==> config.mk <==
export PLATFORM = sky130hd
export DESIGN_NAME = reg_file
export DESIGN_NICKNAME = d
export VERILOG_FILES = /design/src/hw/issue_pkg.sv /design/src/hw/reg_file.sv
export SDC_FILE = /design/constraint.sdc
export NUM_CORES = 2
export LEC_CHECK = 0
export BUFFER_PORTS_ARGS = -buffer_cell sky130_fd_sc_hd__buf_4
export CAP_MARGIN = 5
export CORE_ASPECT_RATIO = 0.6
export CORE_UTILIZATION = 50
export DETAILED_ROUTE_END_ITERATION = 10
export PLACE_DENSITY_LB_ADDON = 0.12
export RECOVER_POWER = 100
export SLEW_MARGIN = 30
export SYNTH_ARGS = -nofsm -noshare
export SYNTH_HDL_FRONTEND = slang
export SYNTH_SLANG_ARGS = --single-unit
==> constraint.sdc <==
create_clock -name clk -period 6.7 [get_ports clk]
set_input_delay 1.34 -clock clk [delete_from_list [all_inputs] [get_ports clk]]
set_output_delay 1.34 -clock clk [all_outputs]
set_load 0.03 [all_outputs]
==> src/hw/issue_pkg.sv <==
package issue_pkg;

	typedef logic [4:0]  reg_addr_t;
	typedef logic [31:0] uint32_t;

	// major opcodes of the supported subset.
	localparam logic [6:0] OPC_OP     = 7'b0110011;
	localparam logic [6:0] OPC_OP_IMM = 7'b0010011;
	localparam logic [6:0] OPC_LOAD   = 7'b0000011;
	localparam logic [6:0] OPC_STORE  = 7'b0100011;
	localparam logic [6:0] OPC_BRANCH = 7'b1100011;

	localparam logic [6:0] F7_BASE = 7'b0000000;
	localparam logic [6:0] F7_SUB  = 7'b0100000;

	localparam logic [2:0] F3_ADD_SUB = 3'b000;
	localparam logic [2:0] F3_SLT     = 3'b010;
	localparam logic [2:0] F3_XOR     = 3'b100;
	localparam logic [2:0] F3_OR      = 3'b110;
	localparam logic [2:0] F3_AND     = 3'b111;
	localparam logic [2:0] F3_WORD    = 3'b010; // width code of LW and SW.
	localparam logic [2:0] F3_BEQ     = 3'b000;

	typedef enum logic [3:0] {
		OP_ADD,
		OP_SUB,
		OP_AND,
		OP_OR,
		OP_XOR,
		OP_SLT,
		OP_ADDI,
		OP_LW,
		OP_SW,
		OP_BEQ,
		OP_ILLEGAL
	} op_e;

	typedef struct packed {
		uint32_t pc;
		uint32_t instr;
	} fetch_entry_t;

	typedef struct packed {
		op_e       op;
		reg_addr_t rs1;
		reg_addr_t rs2;
		reg_addr_t rd;
		uint32_t   imm;       // already sign-extended.
		logic      uses_rs1;
		logic      uses_rs2;
		logic      writes_rd; // never set for rd zero.
		logic      is_mem;
		logic      is_branch;
		logic      is_load;
	} decoded_instr_t;

	// one result travelling down a later stage.
	typedef struct packed {
		logic      valid;
		reg_addr_t rd;
		uint32_t   wdata;
	} fwd_src_t;

endpackage

==> src/hw/reg_file.sv <==
module reg_file #(
	parameter int ISSUE_NUM = 2
) (
	input  logic                                    clk,
	input  logic                                    reset,
	input  issue_pkg::reg_addr_t [2*ISSUE_NUM-1:0]  raddr,
	input  logic                 [ISSUE_NUM-1:0]    we,
	input  issue_pkg::reg_addr_t [ISSUE_NUM-1:0]    waddr,
	input  issue_pkg::uint32_t   [ISSUE_NUM-1:0]    wdata,
	output issue_pkg::uint32_t   [2*ISSUE_NUM-1:0]  rdata
);

	issue_pkg::uint32_t regs [32];

	always_ff @(posedge clk) begin
		if (reset) begin
			for (int r = 0; r < 32; r++) begin
				regs[r] <= '0;
			end
		end else begin
			for (int i = 0; i < ISSUE_NUM; i++) begin // later lanes override earlier ones.
				if (we[i] && waddr[i] != '0) begin
					regs[waddr[i]] <= wdata[i];
				end
			end
		end
	end

	always_comb begin
		for (int p = 0; p < 2*ISSUE_NUM; p++) begin
			rdata[p] = (raddr[p] == '0) ? '0 : regs[raddr[p]];
		end
	end

endmodule

==> impl_summary.txt <==
----------------------------------------------------
[Global route]
  Number of antenna violations at the first check in global routing ... 29
  Peak-usage layer in the global routing report ... met1
  Met2 usage ... 63.4%
  Global routing met1 resource utilization ... 65.8%
  Final global-route overflow total ... 0
  Fraction of met3 tracks used by global routing ... 34.0%
  First-pass GRT wire length ... 528 mm
  Tot GR Track Use ... 51.6%
  Pin count of the biggest net entering global routing ... 94
  Number of global-route vias before repair ... 59.9k

[Route]
  Post-route DRC ... 0
  Detailed-route wire length per cell ... 55.1 um
  Via count ... 65.7k
  WL final ... 397 mm
  Average via count per standard cell ... 9.12
  Antenna viol nets, final ... 0
  Detailed Routing Iterations Pass 1 ... 9
  Iteration-0 DRC Markers ... 14.0k

[Clock network]
  Number of hold buffers added after cts ... 0
  Maximum number of buffers from clock root to sink ... 3
  TritonCTS clock tree ... built
  Number of buffers inserted by post-CTS setup repair ... 0
  Quantity of gates resized following cts ... 0
  Clock buffers created by TritonCTS ... 106
  Clock input transition at the sequential cells of the worst setup and hold paths ... 0.07 ns
  Number of clock sinks seen by CTS ... 1,024
  Root buffer selected by CTS ... sky130_fd_sc_hd__clkbuf_16
  Number of H-tree levels ... 3

[Power and ir drop]
  Switching power total ... 5.95 mW
  Proportion of power drawn by the clock network ... 34.2%
  Pwr/cell area ... 225 nW/um^2
  Internal power ... 12.4 mW
  Sequential Power Share ... 42.9%
  Final total power ... 18.4 mW
  Worst vdd rail ir drop ... 0.200 mV
  Power share of the combinational group ... 22.9%
  Leakage power figure ... 26.8 nW
  Proportion of total power due to net switching ... 32.4%

[Die]
  DIE WIDTH ... 502 um
  Core Footprint ... 148,000 sq um
  Initial core utilization ... 50.7%
  Top-level I/O count ... 226
  Vertical extent of the die ... 302 um
  Total die area ... 152,000 sq um
  Row count ... 109

[STA]
  Unrepaired setup endpoints after global routing ... no
  Fin worst setup slack ... -0.129 ns
  Final Critical Period ... 6.83 ns
  Minimum hold slack ... 1.15 ns
  Max-slew violations ... 1,432
  Final hold violation count ... 0
  Final worst path period share ... 102%
  Fmax ... 146 MHz
  Total Negative Setup Slacks ... -1.79 ns
  Actual transition at the worst max-transition pin ... 4.21 ns
  Worst max-slew margin expressed relative to the limit ... -181%
  Count of final setup violators ... 22

[Layout]
  Top flop regs ... regs: 1024 flops
  Filler Cell Count ... 12.0k
  Register area ... 30,700 sq um
  Layout-stage area growth over the synthesis result ... 8.78%
  Flip-flop count of the largest register, all copies and words added ... 1,024
  Final design instance area without fill ... 81,700 sq um
  Final nets ... 5,190
  Final core utilization ... 55.1%
  Fraction of final layout cells sized beyond drive strength 1 ... 32.5%
  Reg with most FFs ... regs
  Multi-input logic area ... 40,800 sq um
  Post-layout instance count excluding filler cells ... 7,201

[Worst setup path]
  Critical Path RT ... 7.31 ns
  Worst Path Arrival ... 7.44 ns
  Sequence of cells on the critical path ... clkbuf_1 > nand4b_1 > clkbuf_2 > nor2_1 > nor3_1 > clkbuf_1 > a22o_1
  Critical setup path kind ... in2reg
  Type of destination of the critical path ... flip-flop
  Crit path max fanout ... 44
  Combined buffer and inverter count along the critical path ... 3
  CP max-delay cell ... sky130_fd_sc_hd__clkbuf_1
  Slowest Stage Delay on Critical Path ... 2.04 ns
  Kind of cell with the highest combined delay on the critical path ... buffers and inverters
  Nature of the critical path startpoint ... primary input
  Most Frequent Cell on Critical Path ... sky130_fd_sc_hd__clkbuf_1

[Run status]
  Outcome ... finished with violations
  Failing checks ... capacitance limit, slew limit, setup timing

[Yosys]
  Mean area per synthesized cell ... 14.4 sq um
  Count of flip-flops with a built-in enable after synthesis ... 1,024
  Sequential area share after synthesis ... 41.0%
  Yosys cell types ... 41
  Cell count after synthesis ... 5,229
  Share of flip-flops with an asynchronous set or reset after synthesis ... 0%
  Number of warnings reported in the yosys synthesis log ... 0
  Leading register cell type out of synthesis ... sky130_fd_sc_hd__edfxtp_1
  FF+latch count, synth ... 1,024
  Post-synthesis instance area ... 75,100 sq um

[Placed design]
  Instance count after placement with tap cells included ... 6,980
  Worst slack at placement ... 0.994 ns
  Final Wtd Congestion ... 1.04
  DP Area ... 79,100 sq um
  IO Port Bufs ... 225
  Post-DP HPWL ... 243 mm

[Worst hold path]
  Type of the most critical hold path ... in2reg

[Job]
  Count of max-cap constraint violations ... 69

----------------------------------------------------
[synthesized netlist by cell type (5+ instances only)]
library cell / count / area [sq um]
sky130_fd_sc_hd__a22oi_1: 128 / 961
sky130_fd_sc_hd__a22o_1: 992 / 8690
sky130_fd_sc_hd__o21ai_1: 133 / 666
sky130_fd_sc_hd__mux2i_1: 256 / 2560
sky130_fd_sc_hd__clkbuf_1: 460 / 1730
sky130_fd_sc_hd__nor3_4: 16 / 260
sky130_fd_sc_hd__mux4_2: 896 / 20200
sky130_fd_sc_hd__nor3_2: 21 / 210
sky130_fd_sc_hd__or3b_1: 5 / 43.8
sky130_fd_sc_hd__nand3b_1: 6 / 45.0
sky130_fd_sc_hd__a221oi_1: 92 / 806
sky130_fd_sc_hd__nand2_1: 73 / 274
sky130_fd_sc_hd__nor2_1: 56 / 210
sky130_fd_sc_hd__a211oi_1: 128 / 961
sky130_fd_sc_hd__buf_2: 256 / 1280
sky130_fd_sc_hd__o2111ai_1: 36 / 315
sky130_fd_sc_hd__mux2_2: 128 / 1440
sky130_fd_sc_hd__nor2b_1: 136 / 851
sky130_fd_sc_hd__buf_6: 30 / 338
sky130_fd_sc_hd__a311oi_1: 128 / 1120
sky130_fd_sc_hd__or3_1: 33 / 206
sky130_fd_sc_hd__buf_4: 48 / 360
sky130_fd_sc_hd__o21ai_0: 87 / 435
sky130_fd_sc_hd__buf_1: 15 / 56.3
sky130_fd_sc_hd__edfxtp_1: 1024 / 30700
sky130_fd_sc_hd__nor2_2: 12 / 75.1
[cell usage in the layout (no fill, tap or decap), types with 28 or more instances in the layout]
cell type,instances
sky130_fd_sc_hd__o2111ai_1,36
sky130_fd_sc_hd__clkbuf_2,54
sky130_fd_sc_hd__buf_12,39
sky130_fd_sc_hd__clkbuf_16,107
sky130_fd_sc_hd__or3_1,28
sky130_fd_sc_hd__o21ai_1,124
sky130_fd_sc_hd__a22oi_1,128
sky130_fd_sc_hd__a211oi_1,128
sky130_fd_sc_hd__clkbuf_1,121
sky130_fd_sc_hd__mux2i_1,256
sky130_fd_sc_hd__nand2_1,74
sky130_fd_sc_hd__a221oi_1,92
sky130_fd_sc_hd__buf_4,308
sky130_fd_sc_hd__a22o_1,992
sky130_fd_sc_hd__mux4_2,896
sky130_fd_sc_hd__conb_1,32
sky130_fd_sc_hd__a311oi_1,126
sky130_fd_sc_hd__nor2_1,42
sky130_fd_sc_hd__mux2_2,128
sky130_fd_sc_hd__o21ai_0,96
sky130_fd_sc_hd__edfxtp_1,1024
sky130_fd_sc_hd__nor2b_1,128
[power by group through the flow]
| stage | Sequential (mW) | Clock (mW) | Combinational (mW) |
|---|---|---|---|
| floorplan | 7.80 | 0 | 2.50 |
| global placement | 7.94 | 0 | 4.01 |
| detailed placement | 7.96 | 0 | 4.02 |
| CTS | 7.83 | 6.21 | 4.03 |
| global route | 7.91 | 6.42 | 4.17 |
| finish | 7.88 | 6.29 | 4.20 |
[final cells by class]
cell class                      instances  share of cell area [%]
Antenna cell                           24                  0.0735
Clock buffer                          120                    3.34
Clock inverter                         75                   0.867
Inverter                                4                  0.0306
Multi-Input combinational cell       3423                    49.9
Sequential cell                      1024                    37.7
Tap cell                             1998                    3.06
Timing Repair Buffer                  533                    5.06
[cells by family (layout without fill, tap and decap cells)]
logic type,after synthesis,in the layout,share of synthesized area [%]
muxes,1280,1280,32.2
DFF,1024,1024,41.0
AOI/OAI and AO/OA,1724,1724,18.6
buffers and inverters,813,732,5.03
and+or+nand+nor,387,387,3.21
other,1,56,0.00499
[per-layer routing]
layer,up-vias,share of wire [%],wire length [um]
met5,-,0.32,1290
met4,60,7.4,29500
met3,1746,21,84600
met2,8291,37,146000
met1,33049,34,136000
li1,22510,-,-
[worst paths after layout]
kind                      start                      to  slack (ns)  cells after the start
worst max-delay path      reset  regs[11][29]$_DFFE_PP_       -0.13                      7
worst min-delay path  wdata[17]   regs[3][17]$_DFFE_PP_        1.15                      2
Note: power is estimated with default switching activity, not from simulation.
