--- src/hw/issue_pkg.sv ---
package issue_pkg;

	typedef logic [4:0]  reg_addr_t;
	typedef logic [31:0] uint32_t;

	// major opcodes of the supported subset.
	localparam logic [6:0] OPC_OP     = 7'b0110011;
	localparam logic [6:0] OPC_OP_IMM = 7'b0010011;
	localparam logic [6:0] OPC_LOAD   = 7'b0000011;
	localparam logic [6:0] OPC_STORE  = 7'b0100011;
	localparam logic [6:0] OPC_BRANCH = 7'b1100011;

	localparam logic [6:0] F7_BASE = 7'b0000000;
	localparam logic [6:0] F7_SUB  = 7'b0100000;

	localparam logic [2:0] F3_ADD_SUB = 3'b000;
	localparam logic [2:0] F3_SLT     = 3'b010;
	localparam logic [2:0] F3_XOR     = 3'b100;
	localparam logic [2:0] F3_OR      = 3'b110;
	localparam logic [2:0] F3_AND     = 3'b111;
	localparam logic [2:0] F3_WORD    = 3'b010; // width code of LW and SW.
	localparam logic [2:0] F3_BEQ     = 3'b000;

	typedef enum logic [3:0] {
		OP_ADD,
		OP_SUB,
		OP_AND,
		OP_OR,
		OP_XOR,
		OP_SLT,
		OP_ADDI,
		OP_LW,
		OP_SW,
		OP_BEQ,
		OP_ILLEGAL
	} op_e;

	typedef struct packed {
		uint32_t pc;
		uint32_t instr;
	} fetch_entry_t;

	typedef struct packed {
		op_e       op;
		reg_addr_t rs1;
		reg_addr_t rs2;
		reg_addr_t rd;
		uint32_t   imm;       // already sign-extended.
		logic      uses_rs1;
		logic      uses_rs2;
		logic      writes_rd; // never set for rd zero.
		logic      is_mem;
		logic      is_branch;
		logic      is_load;
	} decoded_instr_t;

	// one result travelling down a later stage.
	typedef struct packed {
		logic      valid;
		reg_addr_t rd;
		uint32_t   wdata;
	} fwd_src_t;

endpackage

--- src/hw/decode_lane_if.sv ---
interface decode_lane_if;

	issue_pkg::fetch_entry_t   entry;
	logic                      pending; // the head slot holds an instruction.
	issue_pkg::decoded_instr_t decoded;
	issue_pkg::uint32_t        op1;
	issue_pkg::uint32_t        op2;

	modport queue_mp (output entry, output pending);

	modport lane_mp (input entry, input pending, output decoded, output op1, output op2);

	modport issue_mp (input entry, input pending, input decoded, input op1, input op2);

endinterface

--- src/hw/decode_lane.sv ---
module decode_lane #(
	parameter int ISSUE_NUM = 2
) (
	decode_lane_if.lane_mp                          lane,
	output issue_pkg::reg_addr_t [1:0]              raddr,
	input  issue_pkg::uint32_t   [1:0]              rdata,
	input  issue_pkg::fwd_src_t  [ISSUE_NUM-1:0]    ex_src,
	input  issue_pkg::fwd_src_t  [ISSUE_NUM-1:0]    mem_src,
	input  issue_pkg::fwd_src_t  [ISSUE_NUM-1:0]    wb_src
);

	issue_pkg::decoded_instr_t dec;
	issue_pkg::uint32_t        instr;
	issue_pkg::uint32_t [1:0]  operand;
	logic [6:0]                opcode;
	logic [2:0]                funct3;
	logic [6:0]                funct7;

	assign instr  = lane.entry.instr;
	assign opcode = instr[6:0];
	assign funct3 = instr[14:12];
	assign funct7 = instr[31:25];

	function automatic logic fwd_hit(issue_pkg::fwd_src_t src, issue_pkg::reg_addr_t addr);
		return src.valid && src.rd == addr && addr != '0;
	endfunction

	always_comb begin
		dec     = '0;
		dec.op  = issue_pkg::OP_ILLEGAL;
		dec.rs1 = instr[19:15];
		dec.rs2 = instr[24:20];
		dec.rd  = instr[11:7];
		case (opcode)
			issue_pkg::OPC_OP: begin
				if (funct7 == issue_pkg::F7_BASE) begin
					case (funct3)
						issue_pkg::F3_ADD_SUB: dec.op = issue_pkg::OP_ADD;
						issue_pkg::F3_SLT:     dec.op = issue_pkg::OP_SLT;
						issue_pkg::F3_XOR:     dec.op = issue_pkg::OP_XOR;
						issue_pkg::F3_OR:      dec.op = issue_pkg::OP_OR;
						issue_pkg::F3_AND:     dec.op = issue_pkg::OP_AND;
						default:               dec.op = issue_pkg::OP_ILLEGAL;
					endcase
				end else if (funct7 == issue_pkg::F7_SUB && funct3 == issue_pkg::F3_ADD_SUB) begin
					dec.op = issue_pkg::OP_SUB;
				end
			end
			issue_pkg::OPC_OP_IMM: begin
				if (funct3 == issue_pkg::F3_ADD_SUB) begin
					dec.op = issue_pkg::OP_ADDI;
				end
				dec.imm = {{20{instr[31]}}, instr[31:20]};
			end
			issue_pkg::OPC_LOAD: begin
				if (funct3 == issue_pkg::F3_WORD) begin
					dec.op = issue_pkg::OP_LW;
				end
				dec.imm = {{20{instr[31]}}, instr[31:20]};
			end
			issue_pkg::OPC_STORE: begin
				if (funct3 == issue_pkg::F3_WORD) begin
					dec.op = issue_pkg::OP_SW;
				end
				dec.imm = {{20{instr[31]}}, instr[31:25], instr[11:7]};
			end
			issue_pkg::OPC_BRANCH: begin
				if (funct3 == issue_pkg::F3_BEQ) begin
					dec.op = issue_pkg::OP_BEQ;
				end
				dec.imm = {{19{instr[31]}}, instr[31], instr[7], instr[30:25], instr[11:8], 1'b0};
			end
			default: dec.op = issue_pkg::OP_ILLEGAL;
		endcase

		// illegal encodings use no registers at all.
		case (dec.op)
			issue_pkg::OP_ADD, issue_pkg::OP_SUB, issue_pkg::OP_AND,
			issue_pkg::OP_OR, issue_pkg::OP_XOR, issue_pkg::OP_SLT: begin
				dec.uses_rs1  = 1'b1;
				dec.uses_rs2  = 1'b1;
				dec.writes_rd = 1'b1;
			end
			issue_pkg::OP_ADDI: begin
				dec.uses_rs1  = 1'b1;
				dec.writes_rd = 1'b1;
			end
			issue_pkg::OP_LW: begin
				dec.uses_rs1  = 1'b1;
				dec.writes_rd = 1'b1;
				dec.is_mem    = 1'b1;
				dec.is_load   = 1'b1;
			end
			issue_pkg::OP_SW: begin
				dec.uses_rs1 = 1'b1;
				dec.uses_rs2 = 1'b1;
				dec.is_mem   = 1'b1;
			end
			issue_pkg::OP_BEQ: begin
				dec.uses_rs1  = 1'b1;
				dec.uses_rs2  = 1'b1;
				dec.is_branch = 1'b1;
			end
			default: dec.uses_rs1 = 1'b0;
		endcase
		dec.writes_rd = dec.writes_rd && (dec.rd != '0);
	end

	assign raddr[0] = dec.rs1;
	assign raddr[1] = dec.rs2;

	// WB is applied first so that MEM and then EX override it.
	always_comb begin
		for (int k = 0; k < 2; k++) begin
			operand[k] = rdata[k];
			for (int i = 0; i < ISSUE_NUM; i++) begin
				if (fwd_hit(wb_src[i], raddr[k])) operand[k] = wb_src[i].wdata;
			end
			for (int i = 0; i < ISSUE_NUM; i++) begin
				if (fwd_hit(mem_src[i], raddr[k])) operand[k] = mem_src[i].wdata;
			end
			for (int i = 0; i < ISSUE_NUM; i++) begin
				if (fwd_hit(ex_src[i], raddr[k])) operand[k] = ex_src[i].wdata;
			end
		end
	end

	assign lane.decoded = dec;
	assign lane.op1     = operand[0];
	assign lane.op2     = operand[1];

endmodule

--- src/flat_wrapper.sv ---
// flat-port wrapper written by rule: the top's interface ports become plain ports
module decode_lane_flat 
#(
	parameter int ISSUE_NUM = 2
)
  (raddr, rdata, ex_src, mem_src, wb_src, lane_entry, lane_pending, lane_decoded, lane_op1, lane_op2);
  decode_lane_if lane_i ();
  output issue_pkg::reg_addr_t [1:0] raddr;
  input  issue_pkg::uint32_t   [1:0] rdata;
  input  issue_pkg::fwd_src_t  [ISSUE_NUM-1:0] ex_src;
  input  issue_pkg::fwd_src_t  [ISSUE_NUM-1:0] mem_src;
  input  issue_pkg::fwd_src_t  [ISSUE_NUM-1:0] wb_src;
  input wire logic [$bits(lane_i.entry)-1:0] lane_entry;
  input wire logic [$bits(lane_i.pending)-1:0] lane_pending;
  output wire logic [$bits(lane_i.decoded)-1:0] lane_decoded;
  output wire logic [$bits(lane_i.op1)-1:0] lane_op1;
  output wire logic [$bits(lane_i.op2)-1:0] lane_op2;
  assign lane_i.entry = lane_entry;
  assign lane_i.pending = lane_pending;
  assign lane_decoded = lane_i.decoded;
  assign lane_op1 = lane_i.op1;
  assign lane_op2 = lane_i.op2;
  decode_lane #(.ISSUE_NUM(ISSUE_NUM)) u_core (.lane(lane_i), .raddr(raddr), .rdata(rdata), .ex_src(ex_src), .mem_src(mem_src), .wb_src(wb_src));
endmodule
--- config.mk ---
export PLATFORM = sky130hd
export DESIGN_NAME = decode_lane_flat
export DESIGN_NICKNAME = d
export VERILOG_FILES = /design/src/hw/issue_pkg.sv /design/src/hw/decode_lane_if.sv /design/src/hw/decode_lane.sv /design/src/flat_wrapper.sv
export SDC_FILE = /design/constraint.sdc
export NUM_CORES = 1
export LEC_CHECK = 0
export BUFFER_PORTS_ARGS = -buffer_cell sky130_fd_sc_hd__buf_2
export CAP_MARGIN = 30
export CORE_AREA = 4 4 185 187
export DETAILED_ROUTE_END_ITERATION = 10
export DIE_AREA = 0 0 189 191
export PLACE_DENSITY = 0.56
export SETUP_SLACK_MARGIN = 0.2
export SYNTH_ARGS = -nofsm -noshare
export SYNTH_HDL_FRONTEND = slang
export SYNTH_SLANG_ARGS = --single-unit
--- constraint.sdc ---
create_clock -name vclk -period 4.2
set_clock_uncertainty 0.15 [all_clocks]
set_input_delay 1.05 -clock vclk [all_inputs]
set_output_delay 1.05 -clock vclk [all_outputs]
set_load 0.01 [all_outputs]
==> results.cfg <==
[worst_setup_path]
crit_top_cell = buf_12
crit_required_ns = 3.00
cp-start-kind = input pin
crit_fanout = 8
end_kind = output port
cp_data_arrival_time_ns = 3.15
path_cells = buf_12 -> nor4_4 -> buf_4 -> or3_4 -> a211oi_4 -> buf_6 -> buf_12 -> a21o_1 -> o221ai_2 -> a21oi_1 -> buf_2
cpPeakStageDelay_ns = 0.37
cp_slowest_cell = or3_4
criticalPathCategory = input pin to output port

[layout]
areaGrowthSynthToFinish_pct = 102
nClkBuffers = 0
register_area_um2 = 0
finalNonFillerCells = 1867
final_common_cell = buf_2
finalNetCount = 1780
fill_cells = 3362
layout-drive-gt1-share = 0.609
utilization = 0.366
seq_cells = 0
layout_common_cells = 441 x buf_2, 120 x buf_4, 98 x nor2_1, 77 x a21oi_1, 53 x buf_12
multi_input_area_um2 = 6370

[floorplanning]
num_io_pins = 488
start_util = 0.181
coreArea_um2 = 32500
die_w_um = 189
die_y_um = 191
row_count = 66
fp.dieArea_um2 = 36100

[global_route]
track_usage = 0.210
antenna_found_initial = 6
grt_pass1_wl_um = 59700
grt_pass1_vias = 10200
grt_overflow = 0
grt_max_degree = 55

[sta]
hold_ws_ns = 2.18
fin_crit_ns = 4.35
fmax_ghz = 0.230
max-slew-margin-rel = 0.619
finalSetupViolCount = 53
period_share = 1.03
slew_viol_final = 0
tightest_slew_ns = 0.571
finalWorstSetupSlack_ns = -0.147
finalHoldViolCount = 0
finalSetupTns_ns = -2.95
rsz0062_at_grt = yes

[placement]
place_hpwl_um = 32500
placed_cells = 1798
gp_congestion = 0.938
io_buffers = 455

[routing]
final_antenna_net_count = 0
first_pass_iters = 5
vias_per_cell = 5.40
drt_iter0_drc = 678
wl_met2_um = 22000
totalWireLength_um = 44100
drcViolationCount = 0
top_layer_used = met4
vias = 10100
wl_met1_um = 16400
wl_met3_um = 3430
wl_per_cell_um = 23.6

[clock_network]
hold_buffers = 0

[power_and_ir_drop]
vdd_drop_max_uv = 45.4
p_switching_uw = 540
p_sw_frac = 0.500
p_int_uw = 540
p_clk_frac = 0
p_per_area_nw_per_um2 = 90.9
p_total_uw = 1080
p_leak_uw = 0.00548
pwr-share-comb = 1.000
seq_power_share = 0

[synth]
synth.distinct_cells = 49
synthSimpleGateAreaFrac = 0.279
synth_mux_area_frac = 0.0600
synth_warnings = 0
synth_xor_xnor_area_share = 0.0908
synth_top_family_by_area = compound AO/OA/AOI/OAI gates
synth_nets = 1251
synthAdderAreaFrac = 0
synth_area_um2 = 5880
synth_seq_area_share = 0
synth_area_per_cell_um2 = 6.58
synth_compound_area_frac = 0.434
synthCells = 894

[worst_hold_path]
hp-class = input pin to output port

[run_status]
status = complete, but fails checks
violations = setup timing

[flow_run]
cap_viol_max_count = 0
## power by group through the flow
stage               clock [uW]  combinational [uW]  sequential, uW
finish                0.000128                1080               0
global route          0.000128                1140               0
CTS                          0                 956               0
detailed placement           0                 864               0
global placement             0                 859               0
floorplan                    0                 407               0
## layout make-up
| cell class | instances | share of cell area |
|---|---|---|
| Antenna cell | 4 | 0.000843 |
| Inverter | 5 | 0.00158 |
| Multi-Input combinational cell | 749 | 0.536 |
| Tap cell | 442 | 0.0466 |
| Timing Repair Buffer | 667 | 0.415 |
## through the flow
step | cell area (um2) | worst slack [ns]
6_report | 11900 | -0.147
5_1_grt | 11900 | -0.201
4_1_cts | 10500 | -0.162
3_5_place_dp | 9470 | -0.340
3_3_place_gp | 9470 | -0.342
2_1_floorplan | 5910 | 0.204
## what timing repair did
action / 4_1_cts / 5_1_grt
endpoints found under the setup margin: 65 / 65
cloned: 4 / 8
resized for setup: 178 / 212
pin swaps: 44 / 89
endpoints found under the hold margin: 0 / 0
buffers inserted: 29 / 24
## worst max-delay path, delay by kind of cell
family	cells	cell delay, ns
simple gates	2	0.42
compound gates	4	0.88
buf+inv	5	0.79
## worst paths after layout
path  slack [ns]  depth (start not counted)            from                to
min         2.18                          2   lane_entry[9]  lane_decoded[40]
max        -0.15                         11  lane_entry[24]      lane_op2[12]
## cells in the mapped netlist (all sizes together) (2+ instances only)
cell type / number / area share
and4: 2 / 0.0030
a21o: 32 / 0.041
a311o: 31 / 0.053
nand2: 14 / 0.0094
nand3: 40 / 0.034
xor2: 33 / 0.049
o211ai: 2 / 0.0026
nand4: 8 / 0.0085
nor2b: 40 / 0.043
o311ai: 2 / 0.0030
mux2: 2 / 0.0038
mux2i: 33 / 0.056
clkbuf: 72 / 0.046
a22o: 4 / 0.0060
nor4: 9 / 0.017
or4: 2 / 0.0026
or3: 35 / 0.037
and2: 3 / 0.0036
a21oi: 97 / 0.083
o221ai: 31 / 0.046
o22ai: 2 / 0.0021
buf: 68 / 0.086
a2111oi: 31 / 0.077
xnor2: 28 / 0.042
nor4b: 2 / 0.0030
a221oi: 3 / 0.0045
nor2: 109 / 0.070
nor3: 9 / 0.0077
a211oi: 5 / 0.0072
o21a: 2 / 0.0026
a311oi: 31 / 0.046
inv: 5 / 0.0032
and3: 33 / 0.035
o21ai: 65 / 0.055
nand4b: 3 / 0.0045
## layer usage
layer,vias to the layer above,global-route usage
met5,-,0
met4,0,0.0933
met3,158,0.0307
met2,717,0.389
met1,4744,0.237
li1,4469,-
## logic make-up (layout without fill, tap and decap cells)
kind of cell	after synthesis	after routing
simple gates	311	311
compound gates	342	342
mux	35	35
xor+xnor	61	61
other cells	0	4
buf+inv	145	672
Note: power is estimated with default switching activity, not from simulation.
